## src/include/core_cfg.svh

```systemverilog
// Settings bus map, readback word indices and fixed constants of the radio core
`ifndef CORE_CFG_SVH
`define CORE_CFG_SVH

//////////////////////////////////////////////////////////////////////
// Settings bus base addresses

// Misc control registers, seven slots (offset 5 unused)
`define SR_MISC 0

// VITA time registers: hi, lo, control
`define SR_TIME64 10

//////////////////////////////////////////////////////////////////////
// LED source at reset

// A 1 bit hands that LED to the hardware pattern
`define LED_SRC_AT_RESET 8'h1E

//////////////////////////////////////////////////////////////////////
// Readback

// Major 9, minor 0
`define COMPAT_NUM {16'd9, 16'd0}

// Word indices of the status readback
`define RB_TIME_HI 4'd10
`define RB_TIME_LO 4'd11
`define RB_COMPAT  4'd12
`define RB_STATUS  4'd13
`define RB_PPS_HI  4'd14
`define RB_PPS_LO  4'd15

`endif

```

## src/rtl/core_pkg.sv

```systemverilog
// Shared types of the radio core: settings bus, control groups and board status
`default_nettype none

package core_pkg;

   // One settings write, valid while stb is high
   typedef struct packed {
      logic        stb;
      logic [7:0]  addr;
      logic [31:0] data;
   } set_bus_t;

   // Clock generator controls, in settings word bit order [4:0]
   typedef struct packed {
      logic       clock_ready;
      logic [1:0] clk_en;
      logic [1:0] clk_sel;
   } clock_ctrl_t;

   // SERDES controls, bits [3:0]
   typedef struct packed {
      logic ser_enable;
      logic ser_prbsen;
      logic ser_loopen;
      logic ser_rx_en;
   } serdes_ctrl_t;

   // ADC output and power enables, bits [3:0]
   typedef struct packed {
      logic adc_oe_a;
      logic adc_on_a;
      logic adc_oe_b;
      logic adc_on_b;
   } adc_ctrl_t;

   // Board status inputs
   typedef struct packed {
      logic clk_status;
      logic serdes_link_up;
   } board_status_t;

   // VITA time in ticks
   typedef logic [63:0] vita_time_t;

endpackage

`default_nettype wire

```

## src/rtl/core_top.sv

```systemverilog
// Radio core top on dsp_clk: misc controls, VITA time and status readback
`timescale 1ns/1ps
`default_nettype none

module core_top
   import core_pkg::*;
(
   input  logic          dsp_clk,
   input  logic          reset_i,
   input  set_bus_t      set_i,
   input  logic          pps_i,
   input  board_status_t status_i,
   input  logic [3:0]    rb_addr_i,
   output logic [31:0]   rb_data_o,
   output clock_ctrl_t   clock_o,
   output serdes_ctrl_t  serdes_o,
   output adc_ctrl_t     adc_o,
   output logic          phy_reset_n_o,
   output logic [7:0]    leds_o
);

   vita_time_t vita_time;
   vita_time_t vita_time_pps;
   logic       good_sync;

   //////////////////////////////////////////////////////////////////////
   // Misc controls and LEDs

   misc_ctrl u_misc (
      .dsp_clk       (dsp_clk),
      .reset_i       (reset_i),
      .set_i         (set_i),
      .status_i      (status_i),
      .good_sync_i   (good_sync),
      .clock_o       (clock_o),
      .serdes_o      (serdes_o),
      .adc_o         (adc_o),
      .phy_reset_n_o (phy_reset_n_o),
      .leds_o        (leds_o)
   );

   //////////////////////////////////////////////////////////////////////
   // VITA time

   vita_time_64 u_time (
      .dsp_clk         (dsp_clk),
      .reset_i         (reset_i),
      .set_i           (set_i),
      .pps_i           (pps_i),
      .vita_time_o     (vita_time),
      .vita_time_pps_o (vita_time_pps),
      .good_sync_o     (good_sync)
   );

   //////////////////////////////////////////////////////////////////////
   // Status readback

   readback_mux u_rb (
      .dsp_clk         (dsp_clk),
      .reset_i         (reset_i),
      .rb_addr_i       (rb_addr_i),
      .vita_time_i     (vita_time),
      .vita_time_pps_i (vita_time_pps),
      .status_i        (status_i),
      .rb_data_o       (rb_data_o)
   );

endmodule

`default_nettype wire

```

## src/rtl/misc_ctrl.sv

```systemverilog
// Misc control registers driving clock gen, SERDES, ADC, PHY reset and the LED mix
`timescale 1ns/1ps
`default_nettype none

`include "core_cfg.svh"

module misc_ctrl
   import core_pkg::*;
(
   input  logic          dsp_clk,
   input  logic          reset_i,
   input  set_bus_t      set_i,
   input  board_status_t status_i,
   input  logic          good_sync_i,
   output clock_ctrl_t   clock_o,
   output serdes_ctrl_t  serdes_o,
   output adc_ctrl_t     adc_o,
   output logic          phy_reset_n_o,
   output logic [7:0]    leds_o
);

   localparam logic [7:0] ADDR_CLOCK   = 8'(`SR_MISC + 0);
   localparam logic [7:0] ADDR_SERDES  = 8'(`SR_MISC + 1);
   localparam logic [7:0] ADDR_ADC     = 8'(`SR_MISC + 2);
   localparam logic [7:0] ADDR_LED_SW  = 8'(`SR_MISC + 3);
   localparam logic [7:0] ADDR_PHY     = 8'(`SR_MISC + 4);
   localparam logic [7:0] ADDR_LED_SRC = 8'(`SR_MISC + 6);

   clock_ctrl_t  clock_r;
   serdes_ctrl_t serdes_r;
   adc_ctrl_t    adc_r;
   logic [7:0]   led_sw_r;
   logic [7:0]   led_src_r;
   logic         phy_reset_r;
   logic [7:0]   led_hw;

   //////////////////////////////////////////////////////////////////////
   // Register writes

   always_ff @(posedge dsp_clk) begin
      if (reset_i) begin
         clock_r     <= '0;
         serdes_r    <= '0;
         adc_r       <= '0;
         led_sw_r    <= '0;
         led_src_r   <= `LED_SRC_AT_RESET;
         phy_reset_r <= 1'b0;
      end else if (set_i.stb) begin
         // Each register keeps only the low bits its struct needs
         case (set_i.addr)
            ADDR_CLOCK: begin
               clock_r <= clock_ctrl_t'(set_i.data[$bits(clock_ctrl_t)-1:0]);
            end
            ADDR_SERDES: begin
               serdes_r <= serdes_ctrl_t'(set_i.data[$bits(serdes_ctrl_t)-1:0]);
            end
            ADDR_ADC: begin
               adc_r <= adc_ctrl_t'(set_i.data[$bits(adc_ctrl_t)-1:0]);
            end
            ADDR_LED_SW: begin
               led_sw_r <= set_i.data[7:0];
            end
            ADDR_PHY: begin
               phy_reset_r <= set_i.data[0];
            end
            ADDR_LED_SRC: begin
               led_src_r <= set_i.data[7:0];
            end
            default: begin
               // Offset 5 and foreign addresses leave everything alone
            end
         endcase
      end
   end

   //////////////////////////////////////////////////////////////////////
   // Outputs

   assign clock_o  = clock_r;
   assign serdes_o = serdes_r;
   assign adc_o    = adc_r;

   // PHY reset pin is active low
   assign phy_reset_n_o = ~phy_reset_r;

   // Hardware pattern, only the status LEDs remain
   assign led_hw = {5'b0, status_i.clk_status, status_i.serdes_link_up & good_sync_i, 1'b0};

   // Per bit: 1 in led_src selects hardware, 0 selects software
   assign leds_o = (led_src_r & led_hw) | (~led_src_r & led_sw_r);

endmodule

`default_nettype wire

```

## src/rtl/readback_mux.sv

```systemverilog
// Registered 16-word status readback: time, PPS time, compat number and board status
`timescale 1ns/1ps
`default_nettype none

`include "core_cfg.svh"

module readback_mux
   import core_pkg::*;
(
   input  logic          dsp_clk,
   input  logic          reset_i,
   input  logic [3:0]    rb_addr_i,
   input  vita_time_t    vita_time_i,
   input  vita_time_t    vita_time_pps_i,
   input  board_status_t status_i,
   output logic [31:0]   rb_data_o
);

   logic [31:0] word_sel;
   logic [31:0] status_word;
   logic [31:0] rb_data_r;

   // Status bits sit at 11 and 10 as software expects
   assign status_word = {20'b0, status_i.clk_status, status_i.serdes_link_up, 10'b0};

   always_comb begin
      case (rb_addr_i)
         `RB_TIME_HI: word_sel = vita_time_i[63:32];
         `RB_TIME_LO: word_sel = vita_time_i[31:0];
         `RB_COMPAT:  word_sel = `COMPAT_NUM;
         `RB_STATUS:  word_sel = status_word;
         `RB_PPS_HI:  word_sel = vita_time_pps_i[63:32];
         `RB_PPS_LO:  word_sel = vita_time_pps_i[31:0];
         default:     word_sel = 32'd0;
      endcase
   end

   //////////////////////////////////////////////////////////////////////
   // One cycle of latency, time words sampled here

   always_ff @(posedge dsp_clk) begin
      if (reset_i) begin
         rb_data_r <= 32'd0;
      end else begin
         rb_data_r <= word_sel;
      end
   end

   assign rb_data_o = rb_data_r;

endmodule

`default_nettype wire

```

## src/rtl/vita_time_64.sv

```systemverilog
// 64-bit VITA time counter with immediate or PPS-timed load, PPS latch and sync flag
`timescale 1ns/1ps
`default_nettype none

`include "core_cfg.svh"

module vita_time_64
   import core_pkg::*;
(
   input  logic       dsp_clk,
   input  logic       reset_i,
   input  set_bus_t   set_i,
   input  logic       pps_i,
   output vita_time_t vita_time_o,
   output vita_time_t vita_time_pps_o,
   output logic       good_sync_o
);

   localparam logic [7:0] ADDR_TIME_HI = 8'(`SR_TIME64 + 0);
   localparam logic [7:0] ADDR_TIME_LO = 8'(`SR_TIME64 + 1);
   localparam logic [7:0] ADDR_CTRL    = 8'(`SR_TIME64 + 2);

   logic        wr_hi;
   logic        wr_lo;
   logic        wr_ctrl;

   logic [31:0] pending_hi;
   logic [31:0] pending_lo;
   logic        armed;
   logic        imm_mode;

   logic        pps_meta;
   logic        pps_sync;
   logic        pps_del;
   logic        pps_edge;
   logic        load_now;

   vita_time_t  time_r;
   vita_time_t  time_pps_r;
   logic        good_sync_r;

   assign wr_hi   = set_i.stb && (set_i.addr == ADDR_TIME_HI);
   assign wr_lo   = set_i.stb && (set_i.addr == ADDR_TIME_LO);
   assign wr_ctrl = set_i.stb && (set_i.addr == ADDR_CTRL);

   //////////////////////////////////////////////////////////////////////
   // Pending time, loaded into the counter later

   always_ff @(posedge dsp_clk) begin
      if (wr_hi) begin
         pending_hi <= set_i.data;
      end
      if (wr_lo) begin
         pending_lo <= set_i.data;
      end
   end

   //////////////////////////////////////////////////////////////////////
   // PPS synchronizer and rising edge detect

   always_ff @(posedge dsp_clk) begin
      if (reset_i) begin
         pps_meta <= 1'b0;
         pps_sync <= 1'b0;
         pps_del  <= 1'b0;
      end else begin
         pps_meta <= pps_i;
         pps_sync <= pps_meta;
         pps_del  <= pps_sync;
      end
   end

   assign pps_edge = pps_sync & ~pps_del;

   // Armed load goes now in immediate mode, else waits for the PPS edge
   assign load_now = armed & (imm_mode | pps_edge);

   //////////////////////////////////////////////////////////////////////
   // Counter, PPS latch and sync tracking

   always_ff @(posedge dsp_clk) begin
      if (reset_i) begin
         time_r      <= '0;
         time_pps_r  <= '0;
         good_sync_r <= 1'b0;
         armed       <= 1'b0;
         imm_mode    <= 1'b0;
      end else begin
         if (wr_ctrl) begin
            imm_mode <= set_i.data[0];
         end

         if (load_now) begin
            time_r      <= {pending_hi, pending_lo};
            good_sync_r <= ~imm_mode;
            armed       <= 1'b0;
         end else begin
            time_r <= time_r + 64'd1;
         end

         // A fresh low word re-arms, even in the cycle of a load
         if (wr_lo) begin
            armed <= 1'b1;
         end

         // Time as it stood just before any load on this edge
         if (pps_edge) begin
            time_pps_r <= time_r;
         end
      end
   end

   assign vita_time_o     = time_r;
   assign vita_time_pps_o = time_pps_r;
   assign good_sync_o     = good_sync_r;

endmodule

`default_nettype wire

```

## config.mk

```make
export PLATFORM = sky130hd
export DESIGN_NAME = core_top
export DESIGN_NICKNAME = d
export VERILOG_FILES = /design/src/rtl/core_pkg.sv /design/src/rtl/core_top.sv /design/src/rtl/misc_ctrl.sv /design/src/rtl/readback_mux.sv /design/src/rtl/vita_time_64.sv
export VERILOG_INCLUDE_DIRS = /design/src /design/src/include
export SDC_FILE = /design/constraint.sdc
export NUM_CORES = 1
export LEC_CHECK = 0
export BUFFER_PORTS_ARGS = -buffer_cell sky130_fd_sc_hd__clkbuf_2
export CAP_MARGIN = 40
export CORE_ASPECT_RATIO = 1.1
export CORE_MARGIN = 3
export CORE_UTILIZATION = 30
export DETAILED_ROUTE_END_ITERATION = 7
export PLACE_DENSITY = 0.51
export RECOVER_POWER = 50
export SLEW_MARGIN = 15
export SYNTH_ARGS = -nofsm -noshare
export SYNTH_HDL_FRONTEND = slang
export SYNTH_SLANG_ARGS = --single-unit
```

## constraint.sdc

```tcl
create_clock -name dsp_clk -period 4 [get_ports dsp_clk]
set_clock_uncertainty 0.2 [all_clocks]
set_input_delay 0.8 -clock dsp_clk [delete_from_list [all_inputs] [get_ports dsp_clk]]
set_output_delay 0.8 -clock dsp_clk [all_outputs]
set_load 0.02 [all_outputs]
```

Yosys cells after proc, flatten, opt, wreduce, memory -nomap -nowiden
Index checks and enable logic that the tools add are counted.

storage, ports and cells
  register bits after elaboration = 260
  latch bits = 0
  RAM bits = 0
  ROM bits = 0
  input bits = 50
  output and inout bits = 54
  logic and storage cells = 66
  memories kept = 0

cells by class
  add/subtract/negate cells = 1
  multipliers = 0
  div/mod/pow operators = 0
  magnitude comparators = 0
  equality and inequality tests = 14
  shift operators = 0
  multiplexer cells = 4
  bitwise gates (word level) = 11
  reduce and logical (&&, ||, !) cells = 11

operator list
  kind                                                                   number
  32-bit one-hot mux with 6 select lines                                 1
  64-bit by 1-bit adder with 64-bit output, second input constant        1
  64-bit two-way mux                                                     1
  4-bit equality test, second input constant                             6
  8-bit by 4-bit equality test with 1-bit output, second input constant  3
  8-bit by 2-bit equality test with 1-bit output, second input constant  2
  8-bit by 3-bit equality test with 1-bit output, second input constant  2
  2-bit AND reduction                                                    6
  8-bit by 3-bit bitwise AND with 8-bit output                           1
  8-bit bitwise AND                                                      1
  8-bit by 1-bit equality test with 1-bit output, second input constant  1
  8-bit logical NOT                                                      1
  8-bit NOT                                                              1
  8-bit OR                                                               1
  1-bit bitwise AND                                                      3
  1-bit logical AND                                                      3
  1-bit NOT                                                              3
  1-bit two-way mux                                                      2
  2-bit nonzero test                                                     1
  1-bit OR                                                               1

Longest topological paths before layout
Gate-level depths: netlist (run 1).

  word-level depth = 6
  mapped depth = 9
  depth with buffers taken out = 6

By module
A second synthesis (run 1) with hierarchy kept.

unflattened totals
  cells, all modules = 1176
  area, all modules = 11337.1 sq um

by module, submodules not included
  module        times used  cells an instance  area each (sq um)  sequential area each (sq um)
  vita_time_64  1           847                8076.5             4604.4
  readback_mux  1           199                1900.6             640.6
  misc_ctrl     1           130                1360.1             600.6

Worst setup path before layout (run 1)
Ideal clock, no wire load.

  path type = in2reg
  from = input set_i[37] in the netlist's numbering
  to = register u_time.pending_lo[0], enable pin
  library setup time = 423 ps
  arrival time = 2724 ps
  required time = 3377 ps
  setup slack = 653 ps
  stages = 3
  buffers on the path = 0
  path through = nor4_1 nand4b_1 nor2_1

between the ends
  cells in the longest elaborated chain, start to end = 2

RTL lines
  item                                            RTL line            RTL
  start, declared                                 core_top.sv:10      input set_bus_t set_i,
  8-bit by 4-bit equality test with 1-bit output  vita_time_64.sv:43  assign wr_lo = set_i.stb && (set_i.addr == ADDR_TIME_LO);
  1-bit logical AND                               vita_time_64.sv:43
  via u_time.wr_lo                                vita_time_64.sv:24  logic wr_lo;
  end signal, assigned                            vita_time_64.sv:54  pending_lo <= set_i.data;
  end, declared                                   vita_time_64.sv:28  logic [31:0] pending_lo;

The timed path passes the listed nets, and every way through them passes these cells.
A chain may end at the register's enable or synchronous reset.

Final worst setup path (run 1)
  from = register u_time.time_r[0], in the netlist u_time.vita_time_o[0]
  to = register u_time.time_r[46], in the netlist u_time.vita_time_o[46]

between the ends
  cells in the longest elaborated chain, start to end = 2

RTL lines
  item                                      RTL line            RTL
  start, declared                           vita_time_64.sv:38  vita_time_t time_r;
  start signal, assigned                    vita_time_64.sv:94  time_r <= {pending_hi, pending_lo};
  start signal, assigned                    vita_time_64.sv:98  time_r <= time_r + 64'd1;
  64-bit by 1-bit adder with 64-bit output  vita_time_64.sv:98
  64-bit two-way mux                        vita_time_64.sv:93  if (load_now) begin

Every way passes these cells.

==> flow_summary.toml, run 1 <==
[global_route]
grtUsageMet2_pct = 22.9
grt_busiest_layer = "met1"
grt_use_met1_pct = 23.3
grt_max_degree = 71
grt_use_total_pct = 15.3
antenna_found_initial = 0
grt_pass1_wl_um = 46300
grt_util_met3_pct = 2.32
grt-ovfl-total = 0
grt_pass1_vias = 8059

[layout]
final_area_um2 = 12300
multi_input_area_um2 = 4330
drive_gt1_share_pct = 9.77
diodes = 0
fin_cells = 1636
area_growth_pct = 17.1
n_fill_cell = 3473
nets = 1227
ff_latch_area_um2 = 5850

[clock_network]
clock-sinks = 260
ctsResizeCount = 0
cts_root_buffer = "clkbuf_16"
worstSkewPairLatency_ns = 0.56
h-tree-depth = 1
cts_hold_buf = 0
cts.reportedPaths.clkPinSlew_ns = 0.06
numCtsBuffers = 28
cts_tree = "done"
cts_setup_buffers = 0
clk_path_buf_depth = 3

[run]
drv_cap = 1

[setup_path]
worst_setup_path_start_kind = "register"
end_kind = "register"
cp.arrival_ns = 3.45
cp.required_ns = 4.28
timing.critical_path.fanout_max = 14
crit_type = "register to register"
startpoint = "u_time.vita_time_o[0]"
rr_startpoint = "u_time.vita_time_o[0]"
reg2reg_depth = 6

[yosys]
yosysWarningCount = 0
synth.distinct_cells = 49
yosys_register_bits = 260
ys.flop_type = "dfxtp_1"
netlist_area_um2 = 10500
synthTopCellsByCount = "nand2_1, dfxtp_1, a21oi_1, clkbuf_1"
synth.top_cells.by_area = "dfxtp_1, edfxtp_1, nand2_1"
syn_area_per_cell_um2 = 9.54
ys_seq_area_share_pct = 55.6
netlist_instances = 1101
yosysTopAreaCellShare_pct = 37.4
async_reset_ff_share_pct = 0
syn-num-nets = 1152
synth.most_common_cell = "nand2_1"
synth_edf_count = 64
synth_top_area_cell = "dfxtp_1"

[placement]
place.gp.congestion = 0.797
numPortBuffers = 103
hpwl_um = 20100
place_area_um2 = 11500
pre_cts_ws_ns = 0.867
placedCellCount = 1584

[detailed_routing]
drtPass1Iterations = 6
routedWlPerCell_um = 17.9
drtIter0Drc = 723
drt-total-wl_um = 29200
drc = 0
viasPerCell = 5.20
routed-via-count = 8504
detail-route-antenna-nets = 0

[floorplan]
io_pins = 104
die_height_um = 202
fp-row-count = 71
dieArea_um2 = 37300
initial_core_util_pct = 30.6
core_area_um2 = 34400
die_x_um = 184

[pwr]
swShare_pct = 22.0
pwr-share-seq_pct = 50.8
leakagePower_uw = 0.00388
pwr-share-clk_pct = 46.5
combPwrFrac_pct = 2.7
ir_worst_vdd_v = 0.000239
p_per_area_nw_per_um2 = 433
p_int_uw = 4150
p_switching_uw = 1170

[sta]
min_period_over_period_pct = 79.1
layout_setup_ws_ns = 0.834
setup_tns_ns = 0
tightest_slew_ns = 1.53
finalHoldViolCount = 0
timing.fmax_mhz = 316
rsz0062_at_grt = "false"
setup_viol = 0
period_needed_ns = 3.17
relSlewSlack_pct = -2.32
final-max-slew-violation-count = 71

[run_status]
status = "complete, but fails checks"
violations = "capacitance limit, slew limit"

[worst_hold_path]
holdPathStages = 1
hp-class = "input port to register"
hold_start = "set_i[11]"
flip-flops by register name, indices dropped and copies added (netlist names):
signal / cells
u_rb.rb_data_o: 32
u_time.pending_lo: 32
u_time.pps_del: 1
u_time.imm_mode: 1
u_time.vita_time_pps_o: 64
u_misc.clock_o: 5
u_time.pending_hi: 32
u_misc.serdes_o: 4
u_misc.led_sw_r: 8
u_time.pps_meta: 1
u_time.armed: 1
u_misc.adc_o: 4
u_time.vita_time_o: 64
u_time.pps_sync: 1
u_misc.phy_reset_r: 1
u_time.good_sync_o: 1
u_misc.led_src_r: 8
worst max-delay path, stage by stage, from the launching register on:
cell     delay, ns
dfxtp_1       0.43
ha_1          0.22
nand3_1       0.32
nor4_4        0.54
nand4_1       0.56
or4_1         0.65
a31oi_1       0.16
power groups by stage:
stage	clock network, µW	registers, µW	logic, µW
finish	2470	2700	146
global placement	0	2760	152
global route	2640	2700	162
CTS	2530	2700	154
floorplan	0	2760	73.2
detailed placement	0	2760	154
area by class of cell:
| class | count | area share (%) |
|---|---|---|
| Clock buffer | 36 | 5.94 |
| Clock inverter | 16 | 1.12 |
| Inverter | 13 | 0.397 |
| Multi-Input combinational cell | 747 | 35.2 |
| Sequential cell | 260 | 47.5 |
| Tap cell | 438 | 4.46 |
| Timing Repair Buffer | 126 | 5.30 |
logic make-up after synthesis:
group,synth area share (%)
multiplexers,2.58
XOR/XNOR,2.75
buffers and inverters,3.49
flip-flops,55.6
AND/OR/NAND/NOR,19.3
adder cells (fa/ha/maj),0.119
AO/OA/AOI/OAI,16.1
metal layers:
| metal | wire [µm] | part of all wire [%] |
|---|---|---|
| met2 | 12600 | 43 |
| met4 | 470 | 1.6 |
| met3 | 1690 | 5.8 |
| met1 | 14500 | 50 |
| met5 | 0 | 0 |
placed cells by master, fill, tap and decap left out, types with 3 or more instances in the layout:
cell type / Yosys / layout
nand2_1: 199 / 199
dfxtp_1: 196 / 196
a21oi_1: 113 / 113
clkbuf_1: 73 / 71
edfxtp_1: 64 / 64
nor2_1: 64 / 61
o21ai_0: 50 / 50
clkbuf_2: 1 / 44
nand3_1: 31 / 31
a222oi_1: 29 / 29
clkbuf_16: 0 / 28
a211oi_1: 27 / 27
mux2i_1: 26 / 26
a31oi_1: 25 / 25
nand4_1: 21 / 21
or4_1: 20 / 20
xnor2_1: 17 / 17
xor2_1: 16 / 16
buf_4: 0 / 16
o31ai_1: 15 / 15
nor2b_1: 13 / 13
inv_1: 13 / 13
and3_1: 11 / 11
and4_1: 10 / 10
nor4_1: 8 / 8
nor3_1: 10 / 8
or3_1: 8 / 8
clkinv_1: 0 / 7
nor3_2: 2 / 4
clkinv_2: 0 / 4
nand2b_1: 4 / 3
nand4_4: 3 / 3
path summary, 6_finish.rpt:
check                                                   to  slack [ns]
worst min register to register  u_time.vita_time_pps_o[20]        0.25
worst max-delay path                u_time.vita_time_o[46]        0.83
worst min-delay path                 u_time.pending_lo[11]        0.23
worst max register to register      u_time.vita_time_o[46]        0.83
per-stage QoR:
step                power, µW  hold WS, ns  util (%)
finish                   5320        0.235      35.8
global route             5500        0.207      35.8
CTS                      5390        0.210      36.1
detailed placement       2910        0.234      33.5
global placement         2910        0.241      33.4
floorplan                2830        0.214         -
Note: power is estimated with default switching activity, not from simulation.
==> inputs of run 2 (changes only) <==
Settings changed: ABC_AREA from default to 1, PLACE_DENSITY 0.51 to 0.52.
Clock period 4 ns to 2.7 ns, I/O delays scaled along.
==> run 2 against run 1 <==
- the run now ends clean
- routed wire length up 30%
- first-iteration DRC count rose by 9.0%
- flip-flop and latch count unchanged
- sequential power rose by 51%
- core utilization up 0.74 points
- area after synthesis increased by 11%
- clock power is 70% higher
- synthesized cell count is 36% higher
- via count is 23% higher
- register-to-register slack worse by 0.43 ns
- largest power group is now clock
==> flow_summary.toml, run 2 <==
[yosys]
async_reset_ff_share_pct = 0
synth.distinct_cells = 35
ys_seq_area_share_pct = 50.1
yosysTopAreaCellShare_pct = 33.6
synth_top_area_cell = "dfxtp_1"
syn_area_per_cell_um2 = 7.80
synth.top_cells.by_area = "dfxtp_1, edfxtp_1, o21ai_0"
synth_edf_count = 64
synthTopCellsByCount = "nand2_1, dfxtp_1, o21ai_0, inv_1, nor2_1"
yosysWarningCount = 0
netlist_area_um2 = 11700
yosys_register_bits = 260
syn-num-nets = 1549
ys.flop_type = "dfxtp_1"
netlist_instances = 1498
synth.most_common_cell = "nand2_1"

[floorplan]
die_height_um = 213
core_area_um2 = 38300
io_pins = 104
dieArea_um2 = 41300
fp-row-count = 75
die_x_um = 194
initial_core_util_pct = 30.5

[sta]
setup_viol = 0
min_period_over_period_pct = 85.4
setup_tns_ns = 0
period_needed_ns = 2.31
finalHoldViolCount = 0
timing.fmax_mhz = 434
final-max-slew-violation-count = 0
holdWs_ns = 0.104
rsz0062_at_grt = "false"
relSlewSlack_pct = 16.4
tightest_slew_ns = 1.25

[clock_network]
ctsResizeCount = 0
clk_path_buf_depth = 3
cts.reportedPaths.clkPinSlew_ns = 0.06
cts_root_buffer = "clkbuf_16"
clock-sinks = 260
cts_tree = "done"
numCtsBuffers = 30
h-tree-depth = 1
worstSkewPairLatency_ns = 0.57

[global_route]
grt_pass1_vias = 9880
grt_use_total_pct = 17.9
grt_max_degree = 130
grt_pass1_wl_um = 58500
grt-ovfl-total = 0
antenna_found_initial = 1

[run_status]
status = "completed"

[layout]
multi_input_area_um2 = 4890
layout_commonest_cell = "nand2_1"
mostFrequentLayoutCells = "nand2_1, dfxtp_1, o21ai_0, inv_1, nor2_1"
nets = 1660
n_fill_cell = 4052
drive_gt1_share_pct = 11.0
diodes = 0
ff_latch_area_um2 = 5850
area_growth_pct = 19.7
fin_cells = 2132

[detailed_routing]
drtPass1Iterations = 7
routed-via-count = 10400
viasPerCell = 4.89
drc = 0
drt-total-wl_um = 37900
detail-route-antenna-nets = 0
routedWlPerCell_um = 17.8
drtIter0Drc = 788

[setup_path]
cp.required_ns = 3.01
crit_type = "input port to register"
end_kind = "register"
timing.critical_path.fanout_max = 32
worst_setup_path_start_kind = "input port"
cp.arrival_ns = 2.62

[placement]
hpwl_um = 27800
placedCellCount = 2050
numPortBuffers = 103
place.gp.congestion = 0.916

[run]
drv_cap = 0

[pwr]
ir_worst_vdd_v = 0.000442
p_per_area_nw_per_um2 = 618
leakagePower_uw = 0.00547

[worst_hold_path]
hp-class = "input port to register"
==> run 2: cell count changes after synthesis, sizes merged, moves of 24 or more <==
| cell | before | now |
|---|---|---|
| inv | 13 | 171 |
| o21ai | 51 | 199 |
| nor2 | 64 | 179 |
| nand3 | 31 | 122 |
| nand2 | 199 | 244 |
| a222oi | 29 | 0 |
| a211oi | 27 | 1 |
| mux2i | 26 | 0 |
| o21bai | 0 | 24 |
==> run 2: worst paths after layout <==
| check | startpoint | endpoint | slack [ns] | cells after the start |
|---|---|---|---|---|
| worst max register to register | u_time.pps_sync | u_time.vita_time_o[41] | 0.40 | 7 |
| worst min-delay path | set_i[6] | u_time.pending_hi[6] | 0.10 | 1 |
| worst max-delay path | reset_i | u_time.vita_time_o[15] | 0.39 | 6 |
| worst min register to register | u_misc.led_sw_r[2] | u_misc.led_sw_r[2] | 0.24 | 2 |
==> run 2: kinds of logic after synthesis <==
group,Yosys count,synth area share [%]
buffers and inverters,245,8.00
adder cells (fa/ha/maj),1,0.107
AO/OA/AOI/OAI,393,17.8
XOR/XNOR,27,2.02
AND/OR/NAND/NOR,572,22.0
flip-flops,260,50.1
==> run 2: critical path: stages <==
cell and delay, ns:
clkbuf_1 0.10, clkinv_2 0.33, clkbuf_1 0.87, o21ai_0 0.43, o21bai_1 0.27, inv_1 0.06
==> run 2: where the power goes <==
group | leakage, µW | switching [µW] | internal (µW)
clock network | 0.000504 | 1660 | 2530
registers | 0.00216 | 30.1 | 4040
logic | 0.00281 | 249 | 125
==> run 2: timing repair <==
action | in CTS | in global routing
endpoints found under the hold margin | 52 | 0
hold buffers | 27 | 0
setup buffers | 0 | 0
==> run 2: cell type report <==
class	instances	area share, %
clock inverters	16	1.37
flip-flops and latches	260	41.8
clock buffers	39	5.90
well taps	500	4.48
inverters	172	4.63
repair buffers	152	6.82
multi-input cells	993	35.0
==> run 2: per-layer routing <==
layer | part of all wire, % | vias to the layer above | GRT usage (%)
met5 | 0.018 | - | 0
li1 | - | 5199 | -
met1 | 49 | 4846 | 26.2
met2 | 42 | 308 | 26.6
met3 | 6.0 | 67 | 3.66
met4 | 2.5 | 2 | 5.40
==> run 2: through the flow <==
step	utilization, %	total power, µW	cell area [µm²]	worst slack (ns)
3_3_place_gp	33.5	4510	12800	0.524
2_1_floorplan	-	4350	11700	0.175
6_report	36.5	8640	14000	0.394
4_1_cts	36.8	8770	14100	0.511
3_5_place_dp	33.5	4520	12800	0.546
5_1_grt	36.5	8940	14000	0.199
